$ cat src/verilog/zx_mem_defs.svh
`ifndef ZX_MEM_DEFS_SVH
`define ZX_MEM_DEFS_SVH

// ============================================================
// SDRAM layout
// ============================================================

// Byte address width of the SDRAM
`define ZX_SDRAM_AW 25

// Boot ROM image as written by the download path
`define ZX_ROM_BASE 25'h150000

// Upper address bits of the 256K area holding all ROM pages
`define ZX_ROM_AREA 3'b101

// ============================================================
// I/O port decode
// ============================================================

// Pentagon 1024 extension port EFF7, decoded on A15..A12 and A3
`define ZX_PORT_EFF7_MASK 16'hF008
`define ZX_PORT_EFF7_VAL  16'hE000

// Turbo divider mask, one bit per halving of the CPU clock
`define ZX_TURBO_W 5

`endif

$ cat src/verilog/zx_mem_pkg.sv
`include "zx_mem_defs.svh"

package zx_mem_pkg;

	// Memory model, as selected from the menu
	typedef enum logic [2:0] {
		MEM_128K  = 3'd0,
		MEM_P1024 = 3'd1,
		MEM_PROFI = 3'd2,  // Runs as plain 128K here
		MEM_48K   = 3'd3,
		MEM_PLUS3 = 3'd4
	} memory_mode_e;

	// One CPU bus cycle, strobes active high
	typedef struct packed {
		logic [15:0] addr;
		logic [7:0]  dout;
		logic        mreq;
		logic        iorq;
		logic        rd;
		logic        wr;
		logic        m1;
	} cpu_bus_t;

	// Boot ROM download stream
	typedef struct packed {
		logic                    active;
		logic                    wr;
		logic [`ZX_SDRAM_AW-1:0] addr;
		logic [7:0]              data;
	} dload_t;

	typedef struct packed {
		logic [5:0] ram_page;      // Bank seen at C000
		logic [3:0] rom_page;
		logic       special;       // +3 all-RAM layout on
		logic [1:0] special_cfg;
		logic       write_rom_ok;  // 0000-3FFF is writable
	} page_state_t;

	// One access after address mapping
	typedef struct packed {
		logic [`ZX_SDRAM_AW-1:0] addr;
		logic [7:0]              din;
		logic                    rd;
		logic                    we;
	} mem_access_t;

	typedef struct packed {
		logic                    req;   // Toggles once per request
		logic [`ZX_SDRAM_AW-2:0] addr;  // 16-bit word address
		logic [1:0]              ds;
		logic [15:0]             data;
		logic                    we;
	} sdram_req_t;

endpackage

$ cat src/verilog/zx_cpu_clock.sv
`timescale 1ns/1ps
`include "zx_mem_defs.svh"

module zx_cpu_clock (
	input  logic       clk_sys,
	input  logic       reset,
	input  logic [2:0] speed_sel,
	input  logic       pause,
	input  logic       ram_ready,
	output logic       ce_cpu_p,
	output logic       ce_cpu_n
);

	localparam int TW = `ZX_TURBO_W;

	logic [TW:0]   counter;
	logic [TW-1:0] turbo;      // Mask in use
	logic [TW-1:0] turbo_req;  // Mask asked for by speed_sel
	logic [TW-1:0] phase_n;
	logic          ce_tp;
	logic          ce_tn;
	logic          cpu_en;
	logic [1:0]    settle;

	// 3.5, 7, 14, 28 and 56 MHz
	assign turbo_req = {TW{1'b1}} >> speed_sel;

	// Counter value that marks the middle of a CPU period
	assign phase_n = turbo ^ (turbo >> 1);

	// ============================================================
	// Phase generation
	// ============================================================

	always_ff @(posedge clk_sys) begin
		if (reset) begin
			counter <= '0;
			ce_tp   <= 1'b0;
			ce_tn   <= 1'b0;
		end else begin
			counter <= counter + 1'd1;
			ce_tp   <= ~|(counter & {1'b0, turbo});
			ce_tn   <= ~|((counter & {1'b0, turbo}) ^ {1'b0, phase_n});
		end
	end

	// ============================================================
	// CPU enable
	// ============================================================

	// Updated only on the negative phase so no half cycle gets cut
	always_ff @(posedge clk_sys) begin
		if (reset) begin
			cpu_en <= 1'b0;
			settle <= 2'd0;
			turbo  <= turbo_req;
		end else if (ce_tn) begin
			if (settle != 2'd0)
				settle <= settle + 1'd1;

			if (turbo != turbo_req) begin
				// New speed, hold the CPU while the divider settles
				cpu_en <= 1'b0;
				settle <= 2'd1;
				turbo  <= turbo_req;
			end else if (!cpu_en && settle == 2'd0 && ram_ready) begin
				cpu_en <= ~pause;
			end else if (turbo[TW-1:TW-2] == 2'b00 && !ram_ready) begin
				cpu_en <= 1'b0;  // SDRAM too slow at 14 MHz and up
			end else if (cpu_en && pause) begin
				cpu_en <= 1'b0;
			end
		end
	end

	assign ce_cpu_p = cpu_en & ce_tp;
	assign ce_cpu_n = cpu_en & ce_tn;

endmodule

$ cat src/verilog/zx_paging.sv
`timescale 1ns/1ps
`include "zx_mem_defs.svh"

module zx_paging (
	input  logic                    clk_sys,
	input  logic                    reset,
	input  zx_mem_pkg::cpu_bus_t    cpu,
	input  zx_mem_pkg::memory_mode_e mem_mode,
	output zx_mem_pkg::page_state_t page
);

	zx_mem_pkg::memory_mode_e mode;  // Model in force since last reset

	logic       io_wr;
	logic       io_wr_q;
	logic       wr_edge;
	logic       zx48;
	logic       p1024;
	logic       plus3;

	// Port 7FFD
	logic [2:0] bank_7ffd;
	logic       rom_7ffd;
	logic       lock_7ffd;

	logic [2:0] reg_1ffd;   // Special, then the two config bits
	logic       eff7_128;   // EFF7 bit 2 forces plain 128K paging
	logic [2:0] page_hi;    // Pentagon page bits above bank

	logic       page_disable;
	logic       sel_7ffd;
	logic       sel_1ffd;
	logic       sel_eff7;

	always_comb begin
		zx48  = 1'b0;
		p1024 = 1'b0;
		plus3 = 1'b0;
		case (mode)
			zx_mem_pkg::MEM_48K:   zx48  = 1'b1;
			zx_mem_pkg::MEM_P1024: p1024 = 1'b1;
			zx_mem_pkg::MEM_PLUS3: plus3 = 1'b1;
			zx_mem_pkg::MEM_PROFI,
			zx_mem_pkg::MEM_128K:  ;
			default:               ;
		endcase
	end

	// ============================================================
	// Port decode
	// ============================================================

	assign io_wr   = cpu.iorq & cpu.wr & ~cpu.m1;
	assign wr_edge = io_wr & ~io_wr_q;

	// On Pentagon 1024 bit 5 is a page bit unless EFF7 says otherwise
	assign page_disable = zx48 | (~p1024 & lock_7ffd) | (p1024 & eff7_128 & lock_7ffd);

	assign sel_7ffd = ~cpu.addr[15] & ~cpu.addr[1] & (cpu.addr[14] | ~plus3) & ~page_disable;
	assign sel_1ffd = ~cpu.addr[1] & cpu.addr[12] & (cpu.addr[15:13] == 3'b000)
		& plus3 & ~page_disable;
	assign sel_eff7 = (cpu.addr & `ZX_PORT_EFF7_MASK) == `ZX_PORT_EFF7_VAL;

	always_ff @(posedge clk_sys) begin
		if (reset) begin
			mode      <= mem_mode;
			io_wr_q   <= 1'b0;
			bank_7ffd <= 3'd0;
			rom_7ffd  <= 1'b0;
			lock_7ffd <= 1'b0;
			reg_1ffd  <= 3'd0;
			eff7_128  <= 1'b0;
			page_hi   <= 3'd0;
		end else begin
			io_wr_q <= io_wr;
			if (wr_edge) begin
				if (sel_7ffd) begin
					bank_7ffd <= cpu.dout[2:0];
					rom_7ffd  <= cpu.dout[4];
					lock_7ffd <= cpu.dout[5];
					if (p1024 && !eff7_128)
						page_hi <= {cpu.dout[5], cpu.dout[7:6]};
				end else if (sel_1ffd) begin
					reg_1ffd <= cpu.dout[2:0];
				end
				if (p1024 && sel_eff7)
					eff7_128 <= cpu.dout[2];
			end
		end
	end

	// ============================================================
	// Page outputs
	// ============================================================

	always_comb begin
		if (plus3)
			page.rom_page = {2'b10, reg_1ffd[2], rom_7ffd};
		else
			page.rom_page = {zx48, 2'b11, zx48 | rom_7ffd};

		page.ram_page     = {page_hi, bank_7ffd};
		page.special      = reg_1ffd[0];
		page.special_cfg  = reg_1ffd[2:1];
		page.write_rom_ok = reg_1ffd[0];  // All-RAM layouts only
	end

endmodule

$ cat src/verilog/zx_addr_map.sv
`timescale 1ns/1ps
`include "zx_mem_defs.svh"

module zx_addr_map (
	input  zx_mem_pkg::cpu_bus_t    cpu,
	input  zx_mem_pkg::dload_t      dload,
	input  zx_mem_pkg::page_state_t page,
	output zx_mem_pkg::mem_access_t acc
);

	localparam int AW = `ZX_SDRAM_AW;

	logic [13:0] offs;
	logic [2:0]  sp_bank;  // Bank in the +3 all-RAM layout
	logic [1:0]  cfg;

	// 16K RAM bank in the bottom of SDRAM
	function automatic logic [AW-1:0] ram_at(input logic [5:0] bank, input logic [13:0] a);
		ram_at = {{(AW-20){1'b0}}, bank, a};
	endfunction

	function automatic logic [AW-1:0] rom_at(input logic [3:0] rom, input logic [13:0] a);
		rom_at = {{(AW-21){1'b0}}, `ZX_ROM_AREA, rom, a};
	endfunction

	assign offs = cpu.addr[13:0];
	assign cfg  = page.special_cfg;

	// ============================================================
	// +3 special layouts
	// ============================================================

	// 0,1,2,3 / 4,5,6,7 / 4,5,6,3 / 4,7,6,3
	always_comb begin
		case (cpu.addr[15:14])
			2'b00:   sp_bank = {|cfg, 2'b00};
			2'b01:   sp_bank = {|cfg, &cfg, 1'b1};
			2'b10:   sp_bank = {|cfg, 2'b10};
			default: sp_bank = {~cfg[1] & cfg[0], 2'b11};
		endcase
	end

	// ============================================================
	// Access select
	// ============================================================

	always_comb begin
		if (dload.active) begin
			// Download owns the bus, CPU strobes are ignored
			acc.addr = `ZX_ROM_BASE + dload.addr;
			acc.din  = dload.data;
			acc.rd   = 1'b0;
			acc.we   = dload.wr;
		end else begin
			if (page.special) begin
				acc.addr = ram_at({3'd0, sp_bank}, offs);
			end else begin
				case (cpu.addr[15:14])
					2'b00:   acc.addr = rom_at(page.rom_page, offs);
					2'b01:   acc.addr = ram_at(6'd5, offs);
					2'b10:   acc.addr = ram_at(6'd2, offs);
					default: acc.addr = ram_at(page.ram_page, offs);
				endcase
			end
			acc.din = cpu.dout;
			acc.rd  = cpu.mreq & cpu.rd;
			acc.we  = (page.write_rom_ok | cpu.addr[15] | cpu.addr[14]) & cpu.mreq & cpu.wr;
		end
	end

endmodule

$ cat src/verilog/zx_sdram_port.sv
`timescale 1ns/1ps
`include "zx_mem_defs.svh"

module zx_sdram_port (
	input  logic                    clk_sys,
	input  logic                    reset,
	input  zx_mem_pkg::mem_access_t acc,
	input  logic                    sdram_ack,
	input  logic [15:0]             sdram_q,
	output zx_mem_pkg::sdram_req_t  sdram_out,
	output logic                    ram_ready,
	output logic [7:0]              mem_rdata
);

	logic                    rd_q1;
	logic                    rd_q2;    // Second delay lets paging settle
	logic                    we_q;
	logic                    new_req;
	logic                    issue;
	logic                    req;
	logic [`ZX_SDRAM_AW-1:0] addr_q;
	logic [7:0]              din_q;
	logic                    we_lat;

	assign new_req = (rd_q1 & ~rd_q2) | (acc.we & ~we_q);
	assign issue   = new_req & (req == sdram_ack);  // Nothing while one is in flight

	// ============================================================
	// Request toggle
	// ============================================================

	always_ff @(posedge clk_sys) begin
		if (reset) begin
			rd_q1 <= 1'b0;
			rd_q2 <= 1'b0;
			we_q  <= 1'b0;
			req   <= sdram_ack;
		end else begin
			rd_q1 <= acc.rd;
			rd_q2 <= rd_q1;
			we_q  <= acc.we;
			if (issue)
				req <= ~req;
		end
	end

	always_ff @(posedge clk_sys) begin
		if (issue) begin
			addr_q <= acc.addr;
			din_q  <= acc.din;
			we_lat <= acc.we;
		end
	end

	always_comb begin
		sdram_out.req  = req;
		sdram_out.addr = addr_q[`ZX_SDRAM_AW-1:1];
		sdram_out.ds   = we_lat ? {addr_q[0], ~addr_q[0]} : 2'b11;  // Reads fetch the word
		sdram_out.data = {din_q, din_q};
		sdram_out.we   = we_lat;
	end

	assign ram_ready = (sdram_ack == req) & ~new_req;
	assign mem_rdata = addr_q[0] ? sdram_q[15:8] : sdram_q[7:0];

endmodule

$ cat src/verilog/zx_memory.sv
`timescale 1ns/1ps

module zx_memory (
	input  logic                     clk_sys,
	input  logic                     reset,
	input  zx_mem_pkg::cpu_bus_t     cpu,
	input  zx_mem_pkg::dload_t       dload,
	input  zx_mem_pkg::memory_mode_e mem_mode,
	input  logic [2:0]               speed_sel,
	input  logic                     pause,
	input  logic                     sdram_ack,
	input  logic [15:0]              sdram_q,
	output zx_mem_pkg::sdram_req_t   sdram_out,
	output logic [7:0]               mem_rdata,
	output logic                     ce_cpu_p,
	output logic                     ce_cpu_n
);

	zx_mem_pkg::page_state_t page;
	zx_mem_pkg::mem_access_t acc;
	logic                    ram_ready;

	// ============================================================
	// CPU timing
	// ============================================================

	zx_cpu_clock u_cpu_clock (
		.clk_sys   (clk_sys),
		.reset     (reset),
		.speed_sel (speed_sel),
		.pause     (pause),
		.ram_ready (ram_ready),
		.ce_cpu_p  (ce_cpu_p),
		.ce_cpu_n  (ce_cpu_n)
	);

	// ============================================================
	// Memory path
	// ============================================================

	zx_paging u_paging (
		.clk_sys  (clk_sys),
		.reset    (reset),
		.cpu      (cpu),
		.mem_mode (mem_mode),
		.page     (page)
	);

	zx_addr_map u_addr_map (
		.cpu   (cpu),
		.dload (dload),
		.page  (page),
		.acc   (acc)
	);

	// Single SDRAM client
	zx_sdram_port u_sdram_port (
		.clk_sys   (clk_sys),
		.reset     (reset),
		.acc       (acc),
		.sdram_ack (sdram_ack),
		.sdram_q   (sdram_q),
		.sdram_out (sdram_out),
		.ram_ready (ram_ready),
		.mem_rdata (mem_rdata)
	);

endmodule

$ cat config.mk
export PLATFORM = sky130hd
export DESIGN_NAME = zx_memory
export DESIGN_NICKNAME = d
export VERILOG_FILES = /design/src/verilog/zx_mem_pkg.sv /design/src/verilog/zx_cpu_clock.sv /design/src/verilog/zx_paging.sv /design/src/verilog/zx_addr_map.sv /design/src/verilog/zx_sdram_port.sv /design/src/verilog/zx_memory.sv
export VERILOG_INCLUDE_DIRS = /design/src /design/src/verilog
export SDC_FILE = /design/constraint.sdc
export NUM_CORES = 1
export LEC_CHECK = 0
export BUFFER_PORTS_ARGS = -buffer_cell sky130_fd_sc_hd__buf_2
export CAP_MARGIN = 20
export CORE_ASPECT_RATIO = 0.6
export CORE_UTILIZATION = 40
export CTS_CLUSTER_DIAMETER = 120
export DETAILED_ROUTE_END_ITERATION = 16
export PLACE_DENSITY = 0.68
export SKIP_LAST_GASP = 1
export SYNTH_ARGS = -nofsm -noshare
export SYNTH_HDL_FRONTEND = slang
export SYNTH_SLANG_ARGS = --single-unit
$ cat constraint.sdc
create_clock -name clk_sys -period 4 [get_ports clk_sys]
set_input_delay 0.4 -clock clk_sys [delete_from_list [all_inputs] [get_ports clk_sys]]
set_output_delay 0.4 -clock clk_sys [all_outputs]
set_load 0.03 [all_outputs]
==> results by group, run 1 <==
Run status
  – Run status: completed

Placed design
  – Global placer's final weighted congestion: 0.868
  – Number of buffer cells added on primary ports: 143
  – Sum of net half-perimeters after detailed placement: 6.91 mm
  – Cell area after placement: 4270 um2

Drt
  – Vias per cell: 5.24
  – Routed length per instance: 16.2 um
  – Remaining antenna violation count after routing: 0
  – Vias: 2960
  – Overall routed net length: 9.15 mm
  – Pre-Repair DR Iteration Count: 4
  – DRC violation count after routing: 0
  – Initial drt markers: 267

Floorplan
  – Vertical die dimension: 76.7 um
  – I/O pin total: 144
  – Initial core utilization: 42.5%
  – Row Count: 26
  – Die Span X: 126 um
  – Floorplan die area: 9700 um2
  – Area of the core: 8750 um2

Worst setup path
  – Element type at the critical path start: primary input
  – Combined buffer and inverter count along the critical path: 1
  – Start-to-end type of the worst setup path: primary input to register
  – Crit end category: register
  – Ordered cell list for the critical path: buf_2 > nand2_1 > a211oi_1 > nor2_1 > nor2_4
  – Slowest cell on crit path: nor2_4
  – Top Family by Delay on Critical Path: simple AND/OR/NAND/NOR gates
  – Critical Path Max Stage Delay: 0.79 ns
  – Maximum fanout count along the critical path: 38
  – Data arrival at the endpoint of the critical path: 2.45 ns
  – Worst path required time: 3.95 ns

Logic synthesis
  – Fraction of registers with async set or reset after synthesis: 0%
  – Syn Inst Count: 341
  – Cell type with the largest total area after synthesis: edfxtp_1
  – Share of the synthesized area in the top cell type: 34.7%
  – Adder-cell share of the synthesized area: 1.35%
  – Register area share after synthesis: 48.7%
  – Avg Synthesized Cell Area: 10.9 um2
  – Cell area after synthesis: 3720 um2
  – Syn. warnings: 0
  – Synthesized-area fraction occupied by and/or/nand/nor cells: 14.6%
  – Xor/xnor share of the synthesized area: 3.06%
  – Netlist cell types: 60
  – Share of the synthesized area in compound gates (AO/OA/AOI/OAI): 12.8%
  – Dominant register cell in the synthesized netlist: edfxtp_1
  – Count of flip-flops with a built-in enable after synthesis: 43
  – Share of cell area taken by muxes after synthesis: 9.86%
  – Register bit total from synthesis: 69
  – Area contributors post-synth: edfxtp_1, dfxtp_1, mux2_2
  – Post-synth net total: 435
  – Combinational family with the most area after synthesis: simple AND/OR/NAND/NOR gates

Hold path
  – Worst hold path type: primary input to register

Finish
  – Fill count: 786
  – Sequential cell area: 1810 um2
  – Area growth from synthesis to layout: 22.5%
  – Final standard cell area without fillers: 4550 um2
  – Combined area of the multi-input logic cells: 1560 um2
  – Antenna Diode Count: 0
  – Number of nets at the end of the flow: 542
  – Share of post-route cells with drive strength above 1: 43.7%

Power and ir drop
  – Proportion of power drawn by flip-flops and latches: 43.7%
  – Worst voltage drop across the vdd grid: 229 uV
  – Overall power: 1.90 mW
  – Proportion of power drawn by combinational gates: 15.8%
  – Reported net switching power: 499 uW
  – Pwr/cell area: 416 nW/um2
  – Total internal power: 1.40 mW
  – Switching share of power: 26.3%
  – Proportion of power drawn by the clock network: 40.5%
  – Reported leakage power: 1.86 nW

STA
  – Final-report hold violation count: 0
  – Tightest Pin Transition: 1.03 ns
  – Slew Limit Fails: 0
  – Post-route setup TNS: 0 ns
  – Clock Skews: 0.00794 ns
  – Worst slew margin relative to its limit: 31.4%
  – Post-route clock period utilization: 62.6%
  – Minimum clock period after layout: 2.51 ns
  – Final setup vio count: 0
  – Maximum operating frequency: 399 MHz
  – RSZ-0062 raised after global routing: false

GRT
  – Total global routing overflow: 0
  – Pin count of the biggest net entering global routing: 39
  – Vias in the first global route: 2775
  – Global routing met2 resource utilization: 26.7%
  – Number of antenna violations at the first check in global routing: 0
  – Busiest grt layer: met1
  – Total global routing track utilization: 19.3%
  – First-pass GRT wire length: 14.3 mm
  – GR met3 Demand/Resource: 5.79%
  – Met1 Use GR: 28.8%

Flow run
  – Number of max-cap violations: 0

Clocking
  – Insertion delay to the later sink of the worst-skew pair: 0.33 ns
  – Number of buffers inserted by post-CTS setup repair: 0
  – Clock tree from TritonCTS: yes
  – Cell at the root of the clock tree: clkbuf_16
  – Post-CTS sizing: 0
  – Number of hold buffers added after CTS: 0
  – CTS Sinks: 69
  – Maximum count of clock buffers along a single path: 2
  – Number of buffers created by CTS: 9
  – Clock transition time at the flip-flop clock pins of the worst setup and hold paths: 0.05 ns
  – Maximum level of the CTS H-tree: 3
[worst register-to-register path, stage by stage, from the launching register on]
cell and delay (ns):
dfxtp_1 0.50, nor4_2 0.13, a211oi_1 0.29, nor2_1 0.14, nor2_4 0.79
[routing by layer]
| layer | wire length, um | vias up |
|---|---|---|
| met5 | 0 | - |
| li1 | - | 1430 |
| met1 | 4360 | 1408 |
| met2 | 3930 | 113 |
| met3 | 784 | 9 |
| met4 | 76 | 0 |
[final timing paths]
path / from / to / slack [ns] / cells past startpoint
setup / recovery: dload[34] / u_sdram_port.din_q[1] / 1.49 / 5
hold / removal: mem_mode[0] / u_paging.mode[0] / 0.24 / 1
setup reg to reg: u_paging.reg_1ffd[0] / u_sdram_port.din_q[1] / 1.76 / 4
hold reg to reg: u_paging.page_hi[1] / u_paging.page_hi[1] / 0.48 / 2
[power groups by stage]
| stage | Clock (mW) | Combinational (mW) | Sequential (mW) |
|---|---|---|---|
| finish | 0.767 | 0.300 | 0.829 |
| global route | 0.816 | 0.324 | 0.833 |
| CTS | 0.783 | 0.301 | 0.829 |
| detailed placement | 0 | 0.299 | 0.843 |
| global placement | 0 | 0.294 | 0.842 |
| floorplan | 0 | 0.211 | 0.844 |
[cell usage in the layout (no fill, tap or decap), types with 4 or more instances in the layout]
| master | synthesis | layout |
|---|---|---|
| nand3b_1 | 4 | 4 |
| ha_1 | 4 | 4 |
| nor2_1 | 20 | 19 |
| xnor2_1 | 4 | 4 |
| nand3_1 | 10 | 10 |
| and2_1 | 4 | 4 |
| a21o_1 | 4 | 4 |
| nand2_1 | 24 | 24 |
| o21ai_0 | 16 | 16 |
| nor2b_1 | 6 | 6 |
| inv_1 | 10 | 10 |
| buf_2 | 0 | 143 |
| nor3b_1 | 4 | 4 |
| a21oi_1 | 20 | 20 |
| mux2i_1 | 4 | 4 |
| dfxtp_1 | 26 | 26 |
| clkbuf_16 | 0 | 9 |
| xor2_1 | 9 | 9 |
| edfxtp_1 | 43 | 43 |
| mux2_2 | 29 | 29 |
[through the flow]
step	util (%)	std cells	setup WS (ns)	hold WS, ns
final	52.0	565	1.49	0.243
after global routing	52.0	565	1.21	0.229
after CTS	52.0	565	1.48	0.231
after detailed placement	48.8	549	1.14	0.472
after global placement	48.8	549	1.26	0.459
after floorplan	-	341	0.977	0.430
[state kept, by name (all words and copies together) (netlist names), 2 cells and up]
name,cells
u_paging.bank_7ffd,3
u_paging.page_hi,3
u_cpu_clock.turbo,5
u_sdram_port.din_q,8
u_sdram_port.addr_q,25
u_paging.mode,3
u_cpu_clock.settle,2
u_paging.reg_1ffd,3
u_cpu_clock.counter,5
[kinds of logic (layout without fill, tap and decap cells)]
| family | Yosys count | count (layout) |
|---|---|---|
| adders and majority gates | 4 | 4 |
| muxes | 33 | 33 |
| buffers and inverters | 58 | 170 |
| AOI/OAI and AO/OA | 69 | 69 |
| DFF | 69 | 69 |
| xor gates and xnor gates | 13 | 13 |
| and+or+nand+nor | 95 | 95 |
[synth_stat cells (2+ instances only)]
master     number
edfxtp_1       43
buf_4          34
mux2_2         29
dfxtp_1        26
nand2_1        24
a21oi_1        20
nor2_1         20
o21ai_0        16
inv_1          10
nand3_1        10
clkbuf_1        9
xor2_1          9
nor2b_1         6
a21o_1          4
and2_1          4
ha_1            4
mux2i_1         4
nand3b_1        4
nor3b_1         4
xnor2_1         4
a211oi_1        3
and4bb_2        3
buf_1           3
nor3_1          3
a222oi_1        2
a22oi_1         2
nand2b_1        2
nor4b_1         2
o2111ai_1       2
o21a_1          2
o21bai_1        2
or2_2           2
or3_1           2
[area by class of cell]
type | instances | area share, %
Timing Repair Buffer | 143 | 15.7
Tap cell | 112 | 3.08
Clock inverter | 5 | 1.13
Clock buffer | 11 | 5.11
Multi-Input combinational cell | 214 | 34.2
Sequential cell | 69 | 39.8
Inverter | 11 | 0.962
(Power assumes the default switching activity.)
==> inputs of run 2 (changes only) <==
clock period = 2.5 ns   (was 4 ns; I/O delays follow)
==> results by group, run 2 (same netlist as run 1, synthesis figures left out) <==
Finish
  – Most frequent standard cell in the layout excluding fill and tap cells: buf_2
  – Share of the core filled with cells in the final layout: 52.2%
  – Register with the most flip-flops: u_sdram_port.addr_q
  – Number of flip-flops in the largest register: 25
  – Number of nets at the end of the flow: 546
  – Antenna Diode Count: 0
  – Largest regs: u_sdram_port.addr_q x25, u_sdram_port.din_q x8
  – Area growth from synthesis to layout: 22.9%
  – Combined area of the multi-input logic cells: 1560 um2
  – Sequential cell area: 1810 um2
  – Number of standard cells in the final layout excluding fillers: 568
  – Share of post-route cells with drive strength above 1: 44.5%
  – Fill count: 762
  – Most used cells in the layout excluding fill and tap cells: buf_2, edfxtp_1, mux2_2

Worst setup path
  – RR Endpoint: u_paging.page_hi[1]
  – Flop-to-flop setup slack: 0.55 ns
  – Slowest cell on crit path: edfxtp_1
  – Combined buffer and inverter count along the critical path: 0
  – Top Family by Delay on Critical Path: simple AND/OR/NAND/NOR gates
  – Crit end category: register
  – Start of the worst register-to-register path: u_paging.mode[2]
  – Worst path required time: 2.75 ns
  – Ordered cell list for the critical path: nor3b_1 > o2111ai_1 > nor4b_4 > mux2i_1
  – Element type at the critical path start: register
  – Critical path depth: 4
  – Start-to-end type of the worst setup path: register to register
  – Depth of the worst register-to-register path: 4
  – Maximum fanout count along the critical path: 9
  – Critical Path Max Stage Delay: 0.47 ns
  – Data arrival at the endpoint of the critical path: 2.21 ns

Hold path
  – Worst Min Path Start: mem_mode[2]
  – Worst hold path type: primary input to register
  – Number of cells traversed by the worst hold path: 1
  – Worst Hold End: u_paging.mode[2]

STA
  – Minimum clock period after layout: 1.95 ns
  – Post-route setup TNS: 0 ns
  – Post-route clock period utilization: 78.2%
  – Clock Skews: 0.00491 ns
  – Tightest Pin Transition: 0.748 ns
  – Slew Limit Fails: 0
  – Final-report hold violation count: 0
  – Maximum operating frequency: 512 MHz
  – Worst slew margin relative to its limit: 50.1%
  – RSZ-0062 raised after global routing: false
  – Final setup vio count: 0

Power and ir drop
  – Worst voltage drop across the vdd grid: 380 uV
  – Proportion of power drawn by combinational gates: 16.8%
  – Total internal power: 2.13 mW
  – Switching share of power: 26.9%
  – Proportion of power drawn by flip-flops and latches: 45.5%
  – Pwr/cell area: 638 nW/um2
  – Reported leakage power: 1.88 nW
  – Reported net switching power: 784 uW
  – Proportion of power drawn by the clock network: 37.7%

Drt
  – Initial drt markers: 192
  – Overall routed net length: 9.07 mm
  – DRC violation count after routing: 0
  – Pre-Repair DR Iteration Count: 5
  – Routed length per instance: 16.0 um
  – Vias: 2930
  – Remaining antenna violation count after routing: 0
  – Vias per cell: 5.16

GRT
  – Number of antenna violations at the first check in global routing: 0
  – Total global routing overflow: 0
  – Pin count of the biggest net entering global routing: 35
  – First-pass GRT wire length: 14.3 mm
  – Total global routing track utilization: 19.4%
  – Vias in the first global route: 2833

Clocking
  – Clock transition time at the flip-flop clock pins of the worst setup and hold paths: 0.05 ns
  – Clock tree from TritonCTS: yes
  – Maximum level of the CTS H-tree: 3
  – CTS Sinks: 69
  – Cell at the root of the clock tree: clkbuf_16
  – Number of buffers inserted by post-CTS setup repair: 0
  – Number of hold buffers added after CTS: 0
  – Insertion delay to the later sink of the worst-skew pair: 0.33 ns
  – Number of buffers created by CTS: 9
  – Post-CTS sizing: 0
  – Maximum count of clock buffers along a single path: 2

Placed design
  – Total instance count after detailed placement: 553
  – Global placer's final weighted congestion: 0.799
  – Number of buffer cells added on primary ports: 143
  – Sum of net half-perimeters after detailed placement: 6.94 mm

Floorplan
  – Row Count: 26
  – Area of the core: 8750 um2
  – Initial core utilization: 42.5%
  – I/O pin total: 144
  – Die Span X: 126 um
  – Vertical die dimension: 76.7 um
  – Floorplan die area: 9700 um2

Flow run
  – Number of max-cap violations: 0

Run status
  – Run status: completed
-- run 2: cell count changes in the layout (fill, tap and decap cells not counted), sizes merged --
cell / delta
clkbuf: -2
clkinv: +2
buf: +4
bufinv: -1
-- run 2: power groups by stage --
| stage | clock (mW) | combinational [mW] | sequential (mW) |
|---|---|---|---|
| finish | 1.10 | 0.489 | 1.33 |
| detailed placement | 0 | 0.489 | 1.35 |
| CTS | 1.13 | 0.491 | 1.32 |
| global route | 1.18 | 0.526 | 1.33 |
| global placement | 0 | 0.480 | 1.34 |
| floorplan | 0 | 0.339 | 1.35 |
-- run 2: cell type report --
class                           instances  area share (%)
Timing Repair Buffer                  147            16.6
Tap cell                              112            3.07
Inverter                               11           0.959
Multi-Input combinational cell        214            34.1
Clock inverter                          6           0.685
Clock buffer                            9            4.93
Sequential cell                        69            39.7
-- run 2: routing by layer --
layer  wire, um  share of wire, %  up-vias  track usage, %
met5          0                 0        -               0
met4         50              0.55        0            6.39
met3        680               7.5        7            5.93
met2       4000                44      122            28.2
met1       4340                48     1368            27.4
li1           -                 -     1433               -
-- run 2: through the flow --
stage | hold slack [ns] | area, um2 | setup WS, ns | total power [mW]
after floorplan | 0.326 | 3720 | 0.185 | 1.69
after global placement | 0.430 | 4310 | 0.612 | 1.82
after detailed placement | 0.429 | 4310 | 0.557 | 1.84
after CTS | 0.0860 | 4570 | 0.610 | 2.95
after global routing | 0.0838 | 4570 | 0.451 | 3.04
final | 0.0956 | 4570 | 0.546 | 2.91
-- run 2: worst max path at each step --
stage	start	to
after floorplan	dload[34]	u_sdram_port.addr_q[0]
after global placement	speed_sel[0]	u_cpu_clock.turbo[3]
after detailed placement	speed_sel[0]	u_cpu_clock.turbo[4]
after CTS	u_paging.mode[2]	u_paging.page_hi[1]
after global routing	u_cpu_clock.turbo[4]	u_cpu_clock.ce_tn
final	u_paging.mode[2]	u_paging.page_hi[1]
-- run 2: worst reg2reg max path, cell delays in order, from the launching register on --
cell and delay, ns:
edfxtp_1 0.47, nor3b_1 0.33, o2111ai_1 0.40, nor4b_4 0.46, mux2i_1 0.23
